===== src/hdl/txq_pkg.sv =====
`default_nettype none

package txq_pkg;

    // ----------------------------------------------------------------------
    // Geometry
    // ----------------------------------------------------------------------
    localparam int ANT_NUM     = 8;
    localparam int LANE_NUM    = 4;
    localparam int GRP_NUM     = 2;
    localparam int SAMPLE_W    = 32;
    localparam int RE_PER_PRB  = 12;
    localparam int PRB_PER_PKT = 4;
    localparam int SLOT_NUM    = 2;

    // ----------------------------------------------------------------------
    // Types
    // ----------------------------------------------------------------------
    // One lane group, lane 0 in the low word
    typedef logic [LANE_NUM-1:0][SAMPLE_W-1:0] lane_data_t;

    // Symbol metadata kept with every sample
    typedef struct packed {
        logic       cell_idx;
        logic [6:0] slot_idx;
        logic [3:0] symb_idx;
    } meta_t;

    typedef enum logic [1:0] {
        SEQ_IDLE,
        SEQ_GRP0,
        SEQ_GRP1
    } seq_state_t;

endpackage

`default_nettype wire


===== src/hdl/txq_write_ctrl.sv =====
`default_nettype none

module txq_write_ctrl #(
    parameter int BLOCK_LEN = 1584
) (
    input  logic                                                i_clk,
    input  logic                                                i_reset,
    input  logic                                                i_rx_vld,
    input  logic [txq_pkg::ANT_NUM-1:0][txq_pkg::SAMPLE_W-1:0] i_ant_data,
    input  txq_pkg::meta_t                                      i_meta,
    output logic                                                o_wen,
    output logic                                                o_wslot,
    output logic [$clog2(BLOCK_LEN)-1:0]                        o_waddr,
    output txq_pkg::lane_data_t                                 o_wdata_even,
    output txq_pkg::lane_data_t                                 o_wdata_odd,
    output txq_pkg::meta_t                                      o_wmeta,
    output logic                                                o_blk_start,
    output logic                                                o_blk_done
);
    localparam int            AW        = $clog2(BLOCK_LEN);
    localparam logic [AW-1:0] LAST_ADDR = AW'(BLOCK_LEN - 1);

    logic addr_last;

    assign addr_last = (o_waddr == LAST_ADDR);

    always_ff @(posedge i_clk) begin
        if (i_reset) begin
            o_wen <= 1'b0;
        end else begin
            o_wen <= i_rx_vld;
        end
    end

    // Even antennas to one group, odd antennas to the other
    always_ff @(posedge i_clk) begin
        for (int k = 0; k < txq_pkg::LANE_NUM; k++) begin
            o_wdata_even[k] <= i_ant_data[2*k];
            o_wdata_odd[k]  <= i_ant_data[2*k+1];
        end
        o_wmeta <= i_meta;
    end

    // Address follows the registered write, slot flips after each block
    always_ff @(posedge i_clk) begin
        if (i_reset) begin
            o_waddr <= '0;
            o_wslot <= 1'b0;
        end else if (o_wen) begin
            if (addr_last) begin
                o_waddr <= '0;
                o_wslot <= ~o_wslot;
            end else begin
                o_waddr <= o_waddr + 1'b1;
            end
        end
    end

    assign o_blk_start = o_wen && (o_waddr == '0);
    assign o_blk_done  = o_wen && addr_last;

endmodule

`default_nettype wire


===== config.mk =====
export PLATFORM = sky130hd
export DESIGN_NAME = txq_write_ctrl
export DESIGN_NICKNAME = d
export VERILOG_FILES = /design/src/hdl/txq_pkg.sv /design/src/hdl/txq_write_ctrl.sv
export SDC_FILE = /design/constraint.sdc
export NUM_CORES = 1
export LEC_CHECK = 0
export ABC_AREA = 0
export ABC_CLOCK_PERIOD_IN_PS = 3890
export BUFFER_PORTS_ARGS = -buffer_cell sky130_fd_sc_hd__buf_2
export CORE_AREA = 3 3 212 214
export DETAILED_ROUTE_END_ITERATION = 10
export DIE_AREA = 0 0 215 217
export PLACE_DENSITY = 0.41
export RECOVER_POWER = 100
export SLEW_MARGIN = 0
export SYNTH_ARGS = -nofsm -noshare
export SYNTH_HDL_FRONTEND = slang
export SYNTH_SLANG_ARGS = --single-unit
export TNS_END_PERCENT = 20

===== constraint.sdc =====
create_clock -name i_clk -period 3.89 [get_ports i_clk]
set_clock_uncertainty 0.2 [all_clocks]
set_input_delay 0.5835 -clock i_clk [delete_from_list [all_inputs] [get_ports i_clk]]
set_output_delay 0.5835 -clock i_clk [all_outputs]
set_load 0.005 [all_outputs]

# After elaboration in Yosys (flattened, before gate mapping)
# Cells that the tools add are included.
word_totals:
  ff_bits: 281
  out_inout_bits: 283
  elab_cells: 22
classes:
  add_sub_neg: 1
  eq_ne: 1
  muxes: 1
  bitwise: 1
  reduce_logical: 4
ops:
  columns: ["operator", "count"]
  rows:
  - ["$add 11x1->11 const B", 1]
  - ["$eq 11x11->1 const B", 1]
  - ["$logic_not 11->1", 1]
  - ["$mux 11", 1]
  - ["$logic_and 1x1->1", 2]
  - ["$reduce_and 2->1", 1]
  - ["$not 1->1", 1]

# Depth between registers and ports, before layout
# Gate-level depths: netlist of the first run.
logic_depth:
  ltp_word: 2
  ltp_mapped: 6
  ltp_nobuf: 5

# Least setup slack after synthesis of the first run
# Ideal clock, no wire load.
synth_path:
  path_kind: "register to output"
  start: "register o_waddr[0]"
  end: "output o_blk_start"
  arrival_ns: 1.386
  required_ns: 3.107
  slack_ns: 1.720
  stages_incl_launch_ff: 5
  path_buffers: 0
  cell_sequence: "dfxtp_1 -> inv_1 -> ha_1 -> or4b_2 -> nor4_1"
synth_via:
  elab_chain_cells: 2
synth_rtl:
  columns: ["element", "line", "rtl"]
  rows:
  - ["start, declared", "txq_write_ctrl.sv:13", "output logic [$clog2(BLOCK_LEN)-1:0] o_waddr,"]
  - ["start signal, assigned", "txq_write_ctrl.sv:54", "o_waddr <= o_waddr + 1'b1;"]
  - ["$logic_not 11->1", "txq_write_ctrl.sv:59", "assign o_blk_start = o_wen && (o_waddr == '0);"]
  - ["$logic_and 1x1->1", "txq_write_ctrl.sv:59", null]
  - ["end, declared", "txq_write_ctrl.sv:17", "output logic o_blk_start,"]
# Every way passes these cells.

# Final worst setup path of the first run
# Ends and elaborated chain as after synthesis.

==> results of run 1 <==
[worst max path at each step]
stage,from,to,slack (ps),depth (start not counted)
floorplan,o_waddr[0],o_blk_start,1720,4
global placement,o_waddr[0],o_blk_start,1500,5
detailed placement,o_waddr[0],o_blk_start,1560,5
CTS,o_waddr[0],o_blk_start,930,5
global route,o_waddr[0],o_blk_start,830,5
finish,o_waddr[0],o_blk_start,970,5
[layer usage]
layer / global-route usage (%) / up-vias / share of wire (%)
li1: - / 2765 / -
met3: 3.67 / 49 / 9.2
met5: 0 / - / 0
met4: 3.39 / 0 / 2.8
met1: 10.4 / 2603 / 36
met2: 18.8 / 294 / 52
[sequential cells by signal, summed over array words and instances (netlist names)]
signal        flops
o_waddr          11
o_wmeta          12
o_wen             1
o_wdata_odd     128
o_wslot           1
o_wdata_even    128
[synthesized netlist by cell type]
cell | n | area, um2
sky130_fd_sc_hd__xnor2_1 | 4 | 35.0
sky130_fd_sc_hd__nand2_1 | 3 | 11.3
sky130_fd_sc_hd__buf_6 | 1 | 11.3
sky130_fd_sc_hd__nor3_4 | 1 | 16.3
sky130_fd_sc_hd__or4b_2 | 1 | 10.0
sky130_fd_sc_hd__nor2_1 | 13 | 48.8
sky130_fd_sc_hd__or4_4 | 1 | 11.3
sky130_fd_sc_hd__ha_1 | 2 | 25.0
sky130_fd_sc_hd__and4_1 | 3 | 26.3
sky130_fd_sc_hd__xor2_1 | 7 | 61.3
sky130_fd_sc_hd__nand2b_1 | 1 | 6.26
sky130_fd_sc_hd__mux2i_1 | 1 | 10.0
sky130_fd_sc_hd__nor3_1 | 1 | 5.00
sky130_fd_sc_hd__or2_2 | 1 | 6.26
sky130_fd_sc_hd__nor4_1 | 1 | 6.26
sky130_fd_sc_hd__inv_1 | 2 | 7.51
sky130_fd_sc_hd__nor2b_1 | 1 | 6.26
sky130_fd_sc_hd__nand4_1 | 4 | 25.0
sky130_fd_sc_hd__dfxtp_1 | 281 | 5630
sky130_fd_sc_hd__and3_1 | 1 | 6.26
sky130_fd_sc_hd__nand3_1 | 3 | 15.0
sky130_fd_sc_hd__clkbuf_1 | 1 | 3.75
[per-stage QoR]
step	util [%]	instance area [um2]
4_1_cts	30.6	13200
5_1_grt	29.8	12800
3_3_place_gp	22.0	9460
6_report	29.8	12800
3_5_place_dp	22.0	9460
2_1_floorplan	-	5980
[worst reg2reg max path: stages (launching register included)]
cell and delay, ps:
sky130_fd_sc_hd__dfxtp_1 370, sky130_fd_sc_hd__or4_4 560, sky130_fd_sc_hd__nor3_1 390, sky130_fd_sc_hd__or2_0 560, sky130_fd_sc_hd__nor2_1 110
[power groups by stage]
stage / Clock [uW] / Sequential, uW / Combinational, uW
finish: 2850 / 3070 / 519
detailed placement: 0 / 3130 / 341
floorplan: 0 / 3150 / 10.1
CTS: 2950 / 3070 / 558
global placement: 0 / 3130 / 341
global route: 3060 / 3090 / 564
[kinds of logic after synthesis]
| group | after synthesis |
|---|---|
| flops | 281 |
| fa+ha+maj | 2 |
| xor+xnor | 11 |
| simple gates | 35 |
| buf+inv | 4 |
| mux | 1 |
[layout make-up]
class,count,area [um2],share of cell area [%]
multi-input cells,49,320,2.49
clock inverters,12,98.8,0.769
well taps,585,732,5.70
flip-flops and latches,281,5630,43.8
inverters,2,7.51,0.0584
repair buffers,822,5150,40.1
clock buffers,43,911,7.09
diodes,1,2.50,0.0195
==> results.rst, run 1 <==
.. list-table::
   :header-rows: 1

   * - Metric
     - Value
   * - Run status
     - complete, no violations
   * - Synthesized area per cell
     - 17.9 um2
   * - Number of cells on the worst hold path
     - 2
   * - Startpoint of the tightest hold check path
     - i_rx_vld
   * - Clock-pin transition on the worst setup and hold timing paths
     - 60 ps
   * - Syn Inst Count
     - 334
   * - Initial antenna violation count
     - 1
   * - Worst Max-Slew Pin Slew
     - 616 ps
   * - Initial cell density of the core
     - 13.9%
   * - Net count, final
     - 1459
   * - Fraction of the mapped netlist area in simple logic gates
     - 3.35%
   * - Detailed Routing Iterations Pass 1
     - 4
   * - Share of post-route cells with drive strength above 1
     - 29.6%
   * - Reg-to-reg startpoint
     - o_waddr[4]
   * - Post-synthesis compound-gate area fraction
     - 0%
   * - Net switching component of the power
     - 1380 uW
   * - Std cell rows
     - 76
   * - End point of the most critical hold path
     - o_wen
   * - Final setup viols
     - 0
   * - Flop pwr share
     - 47.7%
   * - Leakage
     - 0.00559 uW
   * - Logic pwr share
     - 8.1%
   * - CTS tree
     - done
   * - Avg Vias per Cell
     - 3.18
   * - Overflow left after global routing
     - 0
   * - Multiplexer fraction of the synthesized cell area
     - 0.167%
   * - Highest fanout seen on the critical path
     - 6
   * - Post-cts hold buffer count
     - 269
   * - Width of the die
     - 215 um
   * - Number of buffers inserted to repair setup after CTS
     - 0
   * - Warnings from Yosys
     - 0
   * - Period minus WS final
     - 2920 ps
   * - Data arrival time of the worst path
     - 2140 ps
   * - Final routed DRC violation total
     - 0
   * - Register-to-Register Path Depth
     - 4
   * - Final slew viol count
     - 0
   * - Leading cell type in the layout, fill and taps excluded
     - sky130_fd_sc_hd__buf_2
   * - Sequential fraction of the synthesis area
     - 94.1%
   * - Worst slack on hold paths
     - 53.2 ps
   * - Startpoint-to-endpoint class of the critical path
     - reg -> out
   * - Crit path largest cell delay
     - 580 ps
   * - Setup repair after global routing missed its margin
     - false
   * - DIE AREA
     - 0.0467 mm2
   * - Number of H-tree levels
     - 1
   * - Average wire per cell in the routed design
     - 14.0 um
   * - Area growth syn-to-layout
     - 115%
   * - Total clock sinks
     - 281
   * - Latest clock arrival within the worst-skew pair
     - 550 ps
   * - All-layer global routing usage
     - 10.0%
   * - Worst endpoint required time
     - 3110 ps
   * - Part of the total power dissipated in the clock network
     - 44.2%
   * - Adder and majority cell fraction of the synthesized area
     - 0.418%
   * - Area of the core region
     - 0.0431 mm2
   * - Endpoint of the worst register-to-register path
     - o_waddr[3]
   * - Post-route setup TNS
     - 0 ps
   * - Layout Cells excl Fill
     - 1795
   * - XOR/XNOR Fraction of Synth Area
     - 1.61%
   * - Root buffer cell
     - sky130_fd_sc_hd__clkbuf_16
   * - Die Y
     - 217 um
   * - Total power draw
     - 6440 uW
   * - Reported max-cap violation count
     - 0
   * - CP endpoint kind
     - primary output
   * - Post-layout worst setup margin
     - 970 ps
   * - Critical Path Start Type
     - flop
   * - Clock buffer count from CTS
     - 30
   * - Slowest cell on crit path
     - sky130_fd_sc_hd__or4b_2
   * - Total nets after synthesis
     - 607
   * - Number of cells after detailed placement
     - 1470
   * - Final estimated routing congestion in global placement
     - 0.799
   * - Vias in the first global route
     - 6358
   * - Sum of routed wire length over all layers
     - 25100 um
   * - Register-to-register path setup slack
     - 1570 ps
   * - Port Buffers
     - 553
   * - DP Wirelength
     - 18400 um
   * - Synthesized area
     - 0.00598 mm2
   * - Number of distinct library cells after synthesis
     - 22
   * - CP Cell Sequence
     - inv_1 -> ha_1 -> or4b_2 -> nor4_1 -> clkbuf_1
   * - Post-Place Worst Slack
     - 1560 ps
   * - Switching part of the total
     - 21.5%
   * - Number of gates resized after cts
     - 0
   * - Worst slew margin relative to its limit
     - 58.9%
   * - Global-route wire length before repair
     - 36700 um
   * - Vias
     - 5711
   * - Worst vdd ir
     - 326 uV
   * - Number of failing hold endpoints at the final stage
     - 0
   * - Post-route ant nets
     - 0
   * - Number of DRC markers in iteration 0
     - 118
   * - Power Density
     - 501 mW/mm2
   * - CTS Buffer Depth
     - 3
   * - Total internal power
     - 5050 uW
   * - Maximum number of pins on one net before global-route repair
     - 15
   * - Part of the cycle the worst path needs
     - 75.1%
   * - Boundary Pins
     - 554
   * - Flops & latches, synth
     - 281
   * - Commonest non-fill, non-tap cells in the layout
     - sky130_fd_sc_hd__buf_2, sky130_fd_sc_hd__dfxtp_1, sky130_fd_sc_hd__dlygate4sd3_1, sky130_fd_sc_hd__clkbuf_1, sky130_fd_sc_hd__clkbuf_16
   * - Worst hold path type
     - in -> reg
   * - Combinational family with the most area after synthesis
     - simple AND/OR/NAND/NOR gates
   * - Combined buffer and inverter count along the critical path
     - 2
   * - Top Family by Delay on Critical Path
     - simple AND/OR/NAND/NOR gates
   * - Fillcell total
     - 4490
   * - Highest clock frequency the design can meet
     - 0.342 GHz
Note: power is estimated with default switching activity, not from simulation.
==> inputs of run 2 (changes only) <==
--- a/config.mk
+++ b/config.mk
@@ -6,12 +6,12 @@
 export NUM_CORES = 1
 export LEC_CHECK = 0
 export ABC_AREA = 0
-export ABC_CLOCK_PERIOD_IN_PS = 3890
+export ABC_CLOCK_PERIOD_IN_PS = 2700
 export BUFFER_PORTS_ARGS = -buffer_cell sky130_fd_sc_hd__buf_2
-export CORE_AREA = 3 3 212 214
+export CORE_AREA = 3 3 218 220
 export DETAILED_ROUTE_END_ITERATION = 10
-export DIE_AREA = 0 0 215 217
-export PLACE_DENSITY = 0.41
+export DIE_AREA = 0 0 221 223
+export PLACE_DENSITY = 0.4
 export RECOVER_POWER = 100
 export SLEW_MARGIN = 0
 export SYNTH_ARGS = -nofsm -noshare
==> constraint.sdc (replaced) <==
create_clock -name i_clk -period 2.7 [get_ports i_clk]
set_clock_uncertainty 0.2 [all_clocks]
set_input_delay 0.405 -clock i_clk [delete_from_list [all_inputs] [get_ports i_clk]]
set_output_delay 0.405 -clock i_clk [all_outputs]
set_load 0.005 [all_outputs]
==> run 2 against run 1 <==
  * Total power is 44% higher
  * Clock-buffer cell count is 3 lower
  * First-iteration DRC count is 5.1% lower
  * Non-clock buffer count is 3 higher
  * Global-route usage is 0.37 points lower
  * Sequential power is 44% higher
  * Critical path depth stayed put
  * Combinational power is 45% higher
  * Largest power group unchanged
==> results.rst, run 2 (synthesis gave the netlist of run 1 again) <==
.. list-table::
   :header-rows: 1

   * - Metric
     - Value
   * - Die Y
     - 223 um (+2.8%)
   * - Commonest non-fill, non-tap cells in the layout
     - sky130_fd_sc_hd__buf_2, sky130_fd_sc_hd__dfxtp_1, sky130_fd_sc_hd__dlygate4sd3_1, sky130_fd_sc_hd__clkbuf_1, sky130_fd_sc_hd__clkbuf_16
   * - Area of the core region
     - 0.0455 mm2 (+5.6%)
   * - CP endpoint kind
     - primary output
   * - Vias
     - 5766 (+0.96%)
   * - DP Wirelength
     - 18300 um (-0.53%)
   * - Worst hold path type
     - in -> reg
   * - Final estimated routing congestion in global placement
     - 0.782 (-2.2%)
   * - Part of the total power dissipated in the clock network
     - 44.2% (about the same)
   * - Logic pwr share
     - 8.1% (about the same)
   * - CTS Buffer Depth
     - 3 (unchanged)
   * - Final routed DRC violation total
     - 0 (unchanged)
   * - Post-route ant nets
     - 0 (unchanged)
   * - Setup repair after global routing missed its margin
     - true
   * - Net count, final
     - 1462 (+0.21%)
   * - Final design instance area without fill
     - 0.0129 mm2 (+0.56%)
   * - CP Cell Sequence
     - inv_1 -> ha_1 -> or4b_4 -> nor4_4 -> buf_2
   * - Detailed Routing Iterations Pass 1
     - 4 (unchanged)
   * - DIE AREA
     - 0.0493 mm2 (+5.6%)
   * - Final setup viols
     - 0 (unchanged)
   * - Clock buffer count from CTS
     - 30 (unchanged)
   * - Flop pwr share
     - 47.7% (about the same)
   * - Number of failing hold endpoints at the final stage
     - 0 (unchanged)
   * - CTS tree
     - done
   * - Width of the die
     - 221 um (+2.8%)
   * - Initial cell density of the core
     - 13.1% (-0.73 points)
   * - Clock-pin transition on the worst setup and hold timing paths
     - 60 ps (about the same)
   * - Area growth syn-to-layout
     - 116%
   * - Post-layout worst setup margin
     - 140 ps (-830 ps)
   * - Crit path largest cell delay
     - 470 ps (-110 ps)
   * - Placed standard-cell area
     - 0.00948 mm2 (+0.20%)
   * - Data arrival time of the worst path
     - 1960 ps (-180 ps)
   * - Net switching component of the power
     - 2030 uW (+47%)
   * - Root buffer cell
     - sky130_fd_sc_hd__clkbuf_16
   * - Registers with the most flip-flops
     - o_wdata_even x128, o_wdata_odd x128, o_wmeta x12
   * - Critical Path Start Type
     - flop
   * - Global-route wire length before repair
     - 37700 um (+2.6%)
   * - Worst slew margin relative to its limit
     - 74.2% (+15 points)
   * - Highest fanout seen on the critical path
     - 5 (-1)
   * - Overflow left after global routing
     - 0 (unchanged)
   * - Vias in the first global route
     - 6578 (+3.5%)
   * - Top Family by Delay on Critical Path
     - simple AND/OR/NAND/NOR gates
   * - Worst Max-Slew Pin Slew
     - 387 ps (-229 ps)
   * - Share of post-route cells with drive strength above 1
     - 30.1% (+0.45 points)
   * - Part of the cycle the worst path needs
     - 94.8%
   * - Port Buffers
     - 553 (unchanged)
   * - Number of H-tree levels
     - 1 (unchanged)
   * - Switching part of the total
     - 21.9% (+0.40 points)
   * - Sum of routed wire length over all layers
     - 25200 um (+0.55%)
   * - Worst vdd ir
     - 498 uV (+53%)
   * - Power Density
     - 719 mW/mm2 (+43%)
   * - Combined buffer and inverter count along the critical path
     - 2 (unchanged)
   * - Total internal power
     - 7250 uW (+43%)
   * - Latest clock arrival within the worst-skew pair
     - 560 ps (about the same)
   * - Run status
     - complete, no violations
   * - Slowest cell on crit path
     - sky130_fd_sc_hd__or4b_4
   * - Worst endpoint required time
     - 2100 ps (-1010 ps)
   * - Reported max-cap violation count
     - 0 (unchanged)
   * - Startpoint-to-endpoint class of the critical path
     - reg -> out
   * - Leading cell type in the layout, fill and taps excluded
     - sky130_fd_sc_hd__buf_2
   * - Final slew viol count
     - 0 (unchanged)
   * - Std cell rows
     - 78 (+2.6%)
   * - Avg Vias per Cell
     - 3.18 (about the same)
   * - Boundary Pins
     - 554 (unchanged)
   * - All-layer global routing usage
     - 9.68% (-0.37 points)
   * - Maximum number of pins on one net before global-route repair
     - 16 (+1)
   * - Total clock sinks
     - 281 (unchanged)
   * - Post-Place Worst Slack
     - 525 ps (-1030 ps)
   * - Initial antenna violation count
     - 4 (+3)
   * - Average wire per cell in the routed design
     - 13.9 um (-0.51%)
   * - Highest clock frequency the design can meet
     - 0.391 GHz
   * - Number of DRC markers in iteration 0
     - 112 (-5.1%)
   * - Leakage
     - 0.00563 uW (+0.72%)
   * - Period minus WS final
     - 2560 ps
run 2: cell count changes in the layout (fill, tap and decap cells not counted), sizes merged:
cell and delta:
clkinv +3, clkbuf -1, clkinvlp -2, bufinv +1, dlygate4sd3 +1, diode +2
run 2: final timing paths:
kind	end	cells after the start	slack [ps]	start
worst min register to register	o_wslot	2	340	o_wslot
worst max-delay path	o_blk_start	5	140	o_waddr[1]
worst min-delay path	o_wdata_odd[81]	2	270	i_ant_data[177]
worst max register to register	o_waddr[2]	4	830	o_waddr[4]
run 2: timing repair:
action / 4_1_cts / 5_1_grt
resized for setup: 3 / 5
pin swaps: 1 / 1
hold endpoints to repair: 270 / 0
hold buffers: 270 / 0
cloned: 0 / 0
endpoints found under the setup margin: 1 / 1
setup buffers: 0 / 2
run 2: area by class of cell:
type                            instances  area, um2
Clock buffer                           40        848
Fill cell                            4876      32600
Tap cell                              600        751
Multi-Input combinational cell         49        350
Clock inverter                         14        146
Sequential cell                       281       5630
Timing Repair Buffer                  825       5170
Antenna cell                            3       7.51
Inverter                                2       7.51
run 2: metal layers:
| layer | vias to the layer above | share of wire (%) | track usage (%) |
|---|---|---|---|
| li1 | 2774 | - | - |
| met1 | 2625 | 36 | 9.96 |
| met2 | 307 | 52 | 17.8 |
| met3 | 58 | 9.0 | 4.00 |
| met4 | 2 | 3.1 | 3.22 |
| met5 | - | 0.048 | 0 |
run 2: worst register-to-register path: stages (launching register included):
cell and delay (ps):
sky130_fd_sc_hd__dfxtp_1 380, sky130_fd_sc_hd__or4_4 600, sky130_fd_sc_hd__nor3_4 220, sky130_fd_sc_hd__or2_2 280
sky130_fd_sc_hd__nor2_1 90
run 2: power by group through the flow:
stage	clock network (uW)	logic [uW]	registers, uW
floorplan	0	14.6	4540
global placement	0	490	4510
detailed placement	0	488	4510
CTS	4280	805	4420
global route	4440	822	4450
finish	4100	755	4430
run 2: metrics by stage:
step	setup TNS, ps	instances	power (uW)	hold slack (ps)	util, %
2_1_floorplan	0	334	4560	233	-
3_3_place_gp	0	1485	5000	307	20.9
6_report	0	1814	9280	266	28.4
4_1_cts	0	1809	9510	214	29.0
5_1_grt	-10.3	1812	9710	228	28.4
3_5_place_dp	0	1485	5000	309	20.9
==> inputs of run 3 (changes only) <==
--- a/config.mk
+++ b/config.mk
@@ -5,13 +5,13 @@
 export SDC_FILE = /design/constraint.sdc
 export NUM_CORES = 1
 export LEC_CHECK = 0
-export ABC_AREA = 0
+export ABC_AREA = 1
 export ABC_CLOCK_PERIOD_IN_PS = 2700
-export BUFFER_PORTS_ARGS = -buffer_cell sky130_fd_sc_hd__buf_2
-export CORE_AREA = 3 3 218 220
+export CORE_AREA = 3 3 217 219
 export DETAILED_ROUTE_END_ITERATION = 10
-export DIE_AREA = 0 0 221 223
-export PLACE_DENSITY = 0.4
+export DIE_AREA = 0 0 220 222
+export DONT_BUFFER_PORTS = 1
+export PLACE_DENSITY = 0.3
 export RECOVER_POWER = 100
 export SLEW_MARGIN = 0
 export SYNTH_ARGS = -nofsm -noshare
==> run 3 against run 2 <==
  * The flow now stops in clock tree synthesis
  * Area after synthesis increased by 1.3%
  * Synthesized cell count rose by 12%
==> results.rst, run 3 <==
.. list-table::
   :header-rows: 1

   * - Metric
     - Value
   * - Synthesized area
     - 0.00606 mm2 (+1.3%)
   * - Boundary Pins
     - 554 (unchanged)
   * - Number of gates resized after cts
     - 0 (-3)
   * - Die Y
     - 222 um (-0.45%)
   * - CTS Buffer Depth
     - 3 (unchanged)
   * - Root buffer cell
     - sky130_fd_sc_hd__clkbuf_16
   * - Number of enable-type register cells in the synthesized netlist
     - 0 (unchanged)
   * - Most numerous cell types in the synthesized netlist
     - sky130_fd_sc_hd__dfxtp_1, sky130_fd_sc_hd__nand2_1, sky130_fd_sc_hd__inv_1, sky130_fd_sc_hd__nor2_1, sky130_fd_sc_hd__nand3_1
   * - Flops & latches, synth
     - 281 (unchanged)
   * - Total clock sinks
     - 281 (unchanged)
   * - Cell with the most instances after synthesis
     - sky130_fd_sc_hd__dfxtp_1
   * - Initial cell density of the core
     - 13.4% (+0.23 points)
   * - Largest cells by area after synthesis
     - sky130_fd_sc_hd__dfxtp_1, sky130_fd_sc_hd__nand2_1, sky130_fd_sc_hd__inv_1
   * - Port Buffers
     - 0 (-100%)
   * - Post-cts hold buffer count
     - 206 (-24%)
   * - Width of the die
     - 220 um (-0.45%)
   * - Syn Inst Count
     - 373 (+12%)
   * - Number of H-tree levels
     - 1 (unchanged)
   * - Warnings from Yosys
     - 0 (unchanged)
   * - Largest area contributor in the synthesized netlist
     - sky130_fd_sc_hd__dfxtp_1
   * - Std cell rows
     - 78 (unchanged)
   * - Clock buffer count from CTS
     - 28 (-6.7%)
   * - Dominant register cell in the synthesized netlist
     - sky130_fd_sc_hd__dfxtp_1
   * - Area share of the largest cell type after synthesis
     - 92.9% (-1.2 points)
   * - Sequential fraction of the synthesis area
     - 92.9% (-1.2 points)
   * - DP Wirelength
     - 15600 um (-15%)
   * - Placed standard-cell area
     - 0.00680 mm2 (-28%)
   * - Post-Place Worst Slack
     - 882 ps (+357 ps)
   * - Final estimated routing congestion in global placement
     - 0.807 (+3.2%)
   * - Number of distinct library cells after synthesis
     - 16 (-27%)
   * - Fraction of registers with async set or reset after synthesis
     - 0% (unchanged)
   * - Number of buffers inserted to repair setup after CTS
     - 0 (unchanged)
   * - Stage reached
     - clock tree synthesis
   * - Run status
     - aborted with a tool error
   * - Total nets after synthesis
     - 646 (+6.4%)
   * - Error text reported by the tool
     - [ERROR RSZ-0060] Max buffer count reached.
   * - Synthesized area per cell
     - 16.2 um2 (-9.3%)
## run 3: cell count changes after synthesis, moves of 3 or more
| cell | change |
|---|---|
| sky130_fd_sc_hd__nor2_1 | +4 |
| sky130_fd_sc_hd__xor2_1 | -3 |
| sky130_fd_sc_hd__inv_1 | +16 |
| sky130_fd_sc_hd__nand3_1 | +7 |
| sky130_fd_sc_hd__and4_1 | -3 |
| sky130_fd_sc_hd__nand2_1 | +25 |
| sky130_fd_sc_hd__xnor2_1 | -4 |
## run 3: through the flow
step,utilization [%],cells
2_1_floorplan,-,373
3_3_place_gp,15.0,972
3_5_place_dp,15.0,972
## run 3: kinds of logic after synthesis
family / share of synthesized area (%)
simple gates: 4.58
compound gates: 0.330
fa+ha+maj: 0.413
buf+inv: 1.24
xor+xnor: 0.578
flops: 92.9
==> inputs of run 4 (changes only) <==
--- a/config.mk
+++ b/config.mk
@@ -7,11 +7,11 @@
 export LEC_CHECK = 0
 export ABC_AREA = 1
 export ABC_CLOCK_PERIOD_IN_PS = 2700
-export CORE_AREA = 3 3 217 219
+export CORE_AREA = 3 3 214 216
 export DETAILED_ROUTE_END_ITERATION = 10
-export DIE_AREA = 0 0 220 222
+export DIE_AREA = 0 0 217 219
 export DONT_BUFFER_PORTS = 1
-export PLACE_DENSITY = 0.3
+export PLACE_DENSITY_LB_ADDON = 0.15
 export RECOVER_POWER = 100
 export SLEW_MARGIN = 0
 export SYNTH_ARGS = -nofsm -noshare
==> run 4 against run 3 <==
  * The run again fails in clock tree synthesis
  * Area after synthesis unchanged
  * Synthesized cell count stayed put
==> results.rst, run 4 <==
.. list-table::
   :header-rows: 1

   * - Metric
     - Value
   * - Number of distinct library cells after synthesis
     - 16 (unchanged)
   * - Die Y
     - 219 um (-1.4%)
   * - Placed standard-cell area
     - 0.00679 mm2 (-0.15%)
   * - Area share of the largest cell type after synthesis
     - 92.9% (unchanged)
   * - DP Wirelength
     - 16100 um (+3.6%)
   * - Sequential fraction of the synthesis area
     - 92.9% (unchanged)
   * - Run status
     - aborted with a tool error
   * - Boundary Pins
     - 554 (unchanged)
   * - Port Buffers
     - 0 (unchanged)
   * - Flops & latches, synth
     - 281 (unchanged)
   * - Synthesized area
     - 0.00606 mm2 (unchanged)
   * - Clock buffer count from CTS
     - 29 (+3.6%)
   * - Std cell rows
     - 77 (-1.3%)
   * - Dominant register cell in the synthesized netlist
     - sky130_fd_sc_hd__dfxtp_1
   * - Number of buffers inserted to repair setup after CTS
     - 0 (unchanged)
   * - Total clock sinks
     - 281 (unchanged)
   * - Cell with the most instances after synthesis
     - sky130_fd_sc_hd__dfxtp_1
   * - Stage reached
     - clock tree synthesis
   * - Number of enable-type register cells in the synthesized netlist
     - 0 (unchanged)
   * - Initial cell density of the core
     - 13.7% (+0.35 points)
   * - Total nets after synthesis
     - 646 (unchanged)
   * - Syn Inst Count
     - 373 (unchanged)
   * - Width of the die
     - 217 um (-1.4%)
   * - Largest area contributor in the synthesized netlist
     - sky130_fd_sc_hd__dfxtp_1
   * - Warnings from Yosys
     - 0 (unchanged)
   * - Number of gates resized after cts
     - 0 (unchanged)
   * - Root buffer cell
     - sky130_fd_sc_hd__clkbuf_16
   * - Number of H-tree levels
     - 1 (unchanged)
   * - Synthesized area per cell
     - 16.2 um2 (unchanged)
   * - Largest cells by area after synthesis
     - sky130_fd_sc_hd__dfxtp_1, sky130_fd_sc_hd__nand2_1, sky130_fd_sc_hd__inv_1
   * - Most numerous cell types in the synthesized netlist
     - sky130_fd_sc_hd__dfxtp_1, sky130_fd_sc_hd__nand2_1, sky130_fd_sc_hd__inv_1, sky130_fd_sc_hd__nor2_1, sky130_fd_sc_hd__nand3_1
   * - Error text reported by the tool
     - [ERROR RSZ-0060] Max buffer count reached.
   * - Number of cells after detailed placement
     - 964 (-0.82%)
   * - Fraction of registers with async set or reset after synthesis
     - 0% (unchanged)
   * - CTS Buffer Depth
     - 3 (unchanged)
   * - Post-cts hold buffer count
     - 204 (-0.97%)
   * - Final estimated routing congestion in global placement
     - 0.765 (-5.1%)
[run 4: per-stage QoR]
stage	worst slack (ps)	hold WS (ps)	util [%]
floorplan	1120	233	-
global placement	881	233	15.4
detailed placement	875	233	15.4
[run 4: cell families after synthesis]
family	count (synthesis)	synth area share, %
flip-flops	281	92.9
adder cells (fa/ha/maj)	2	0.413
XOR/XNOR	4	0.578
buffers and inverters	19	1.24
AND/OR/NAND/NOR	63	4.58
AO/OA/AOI/OAI	4	0.330
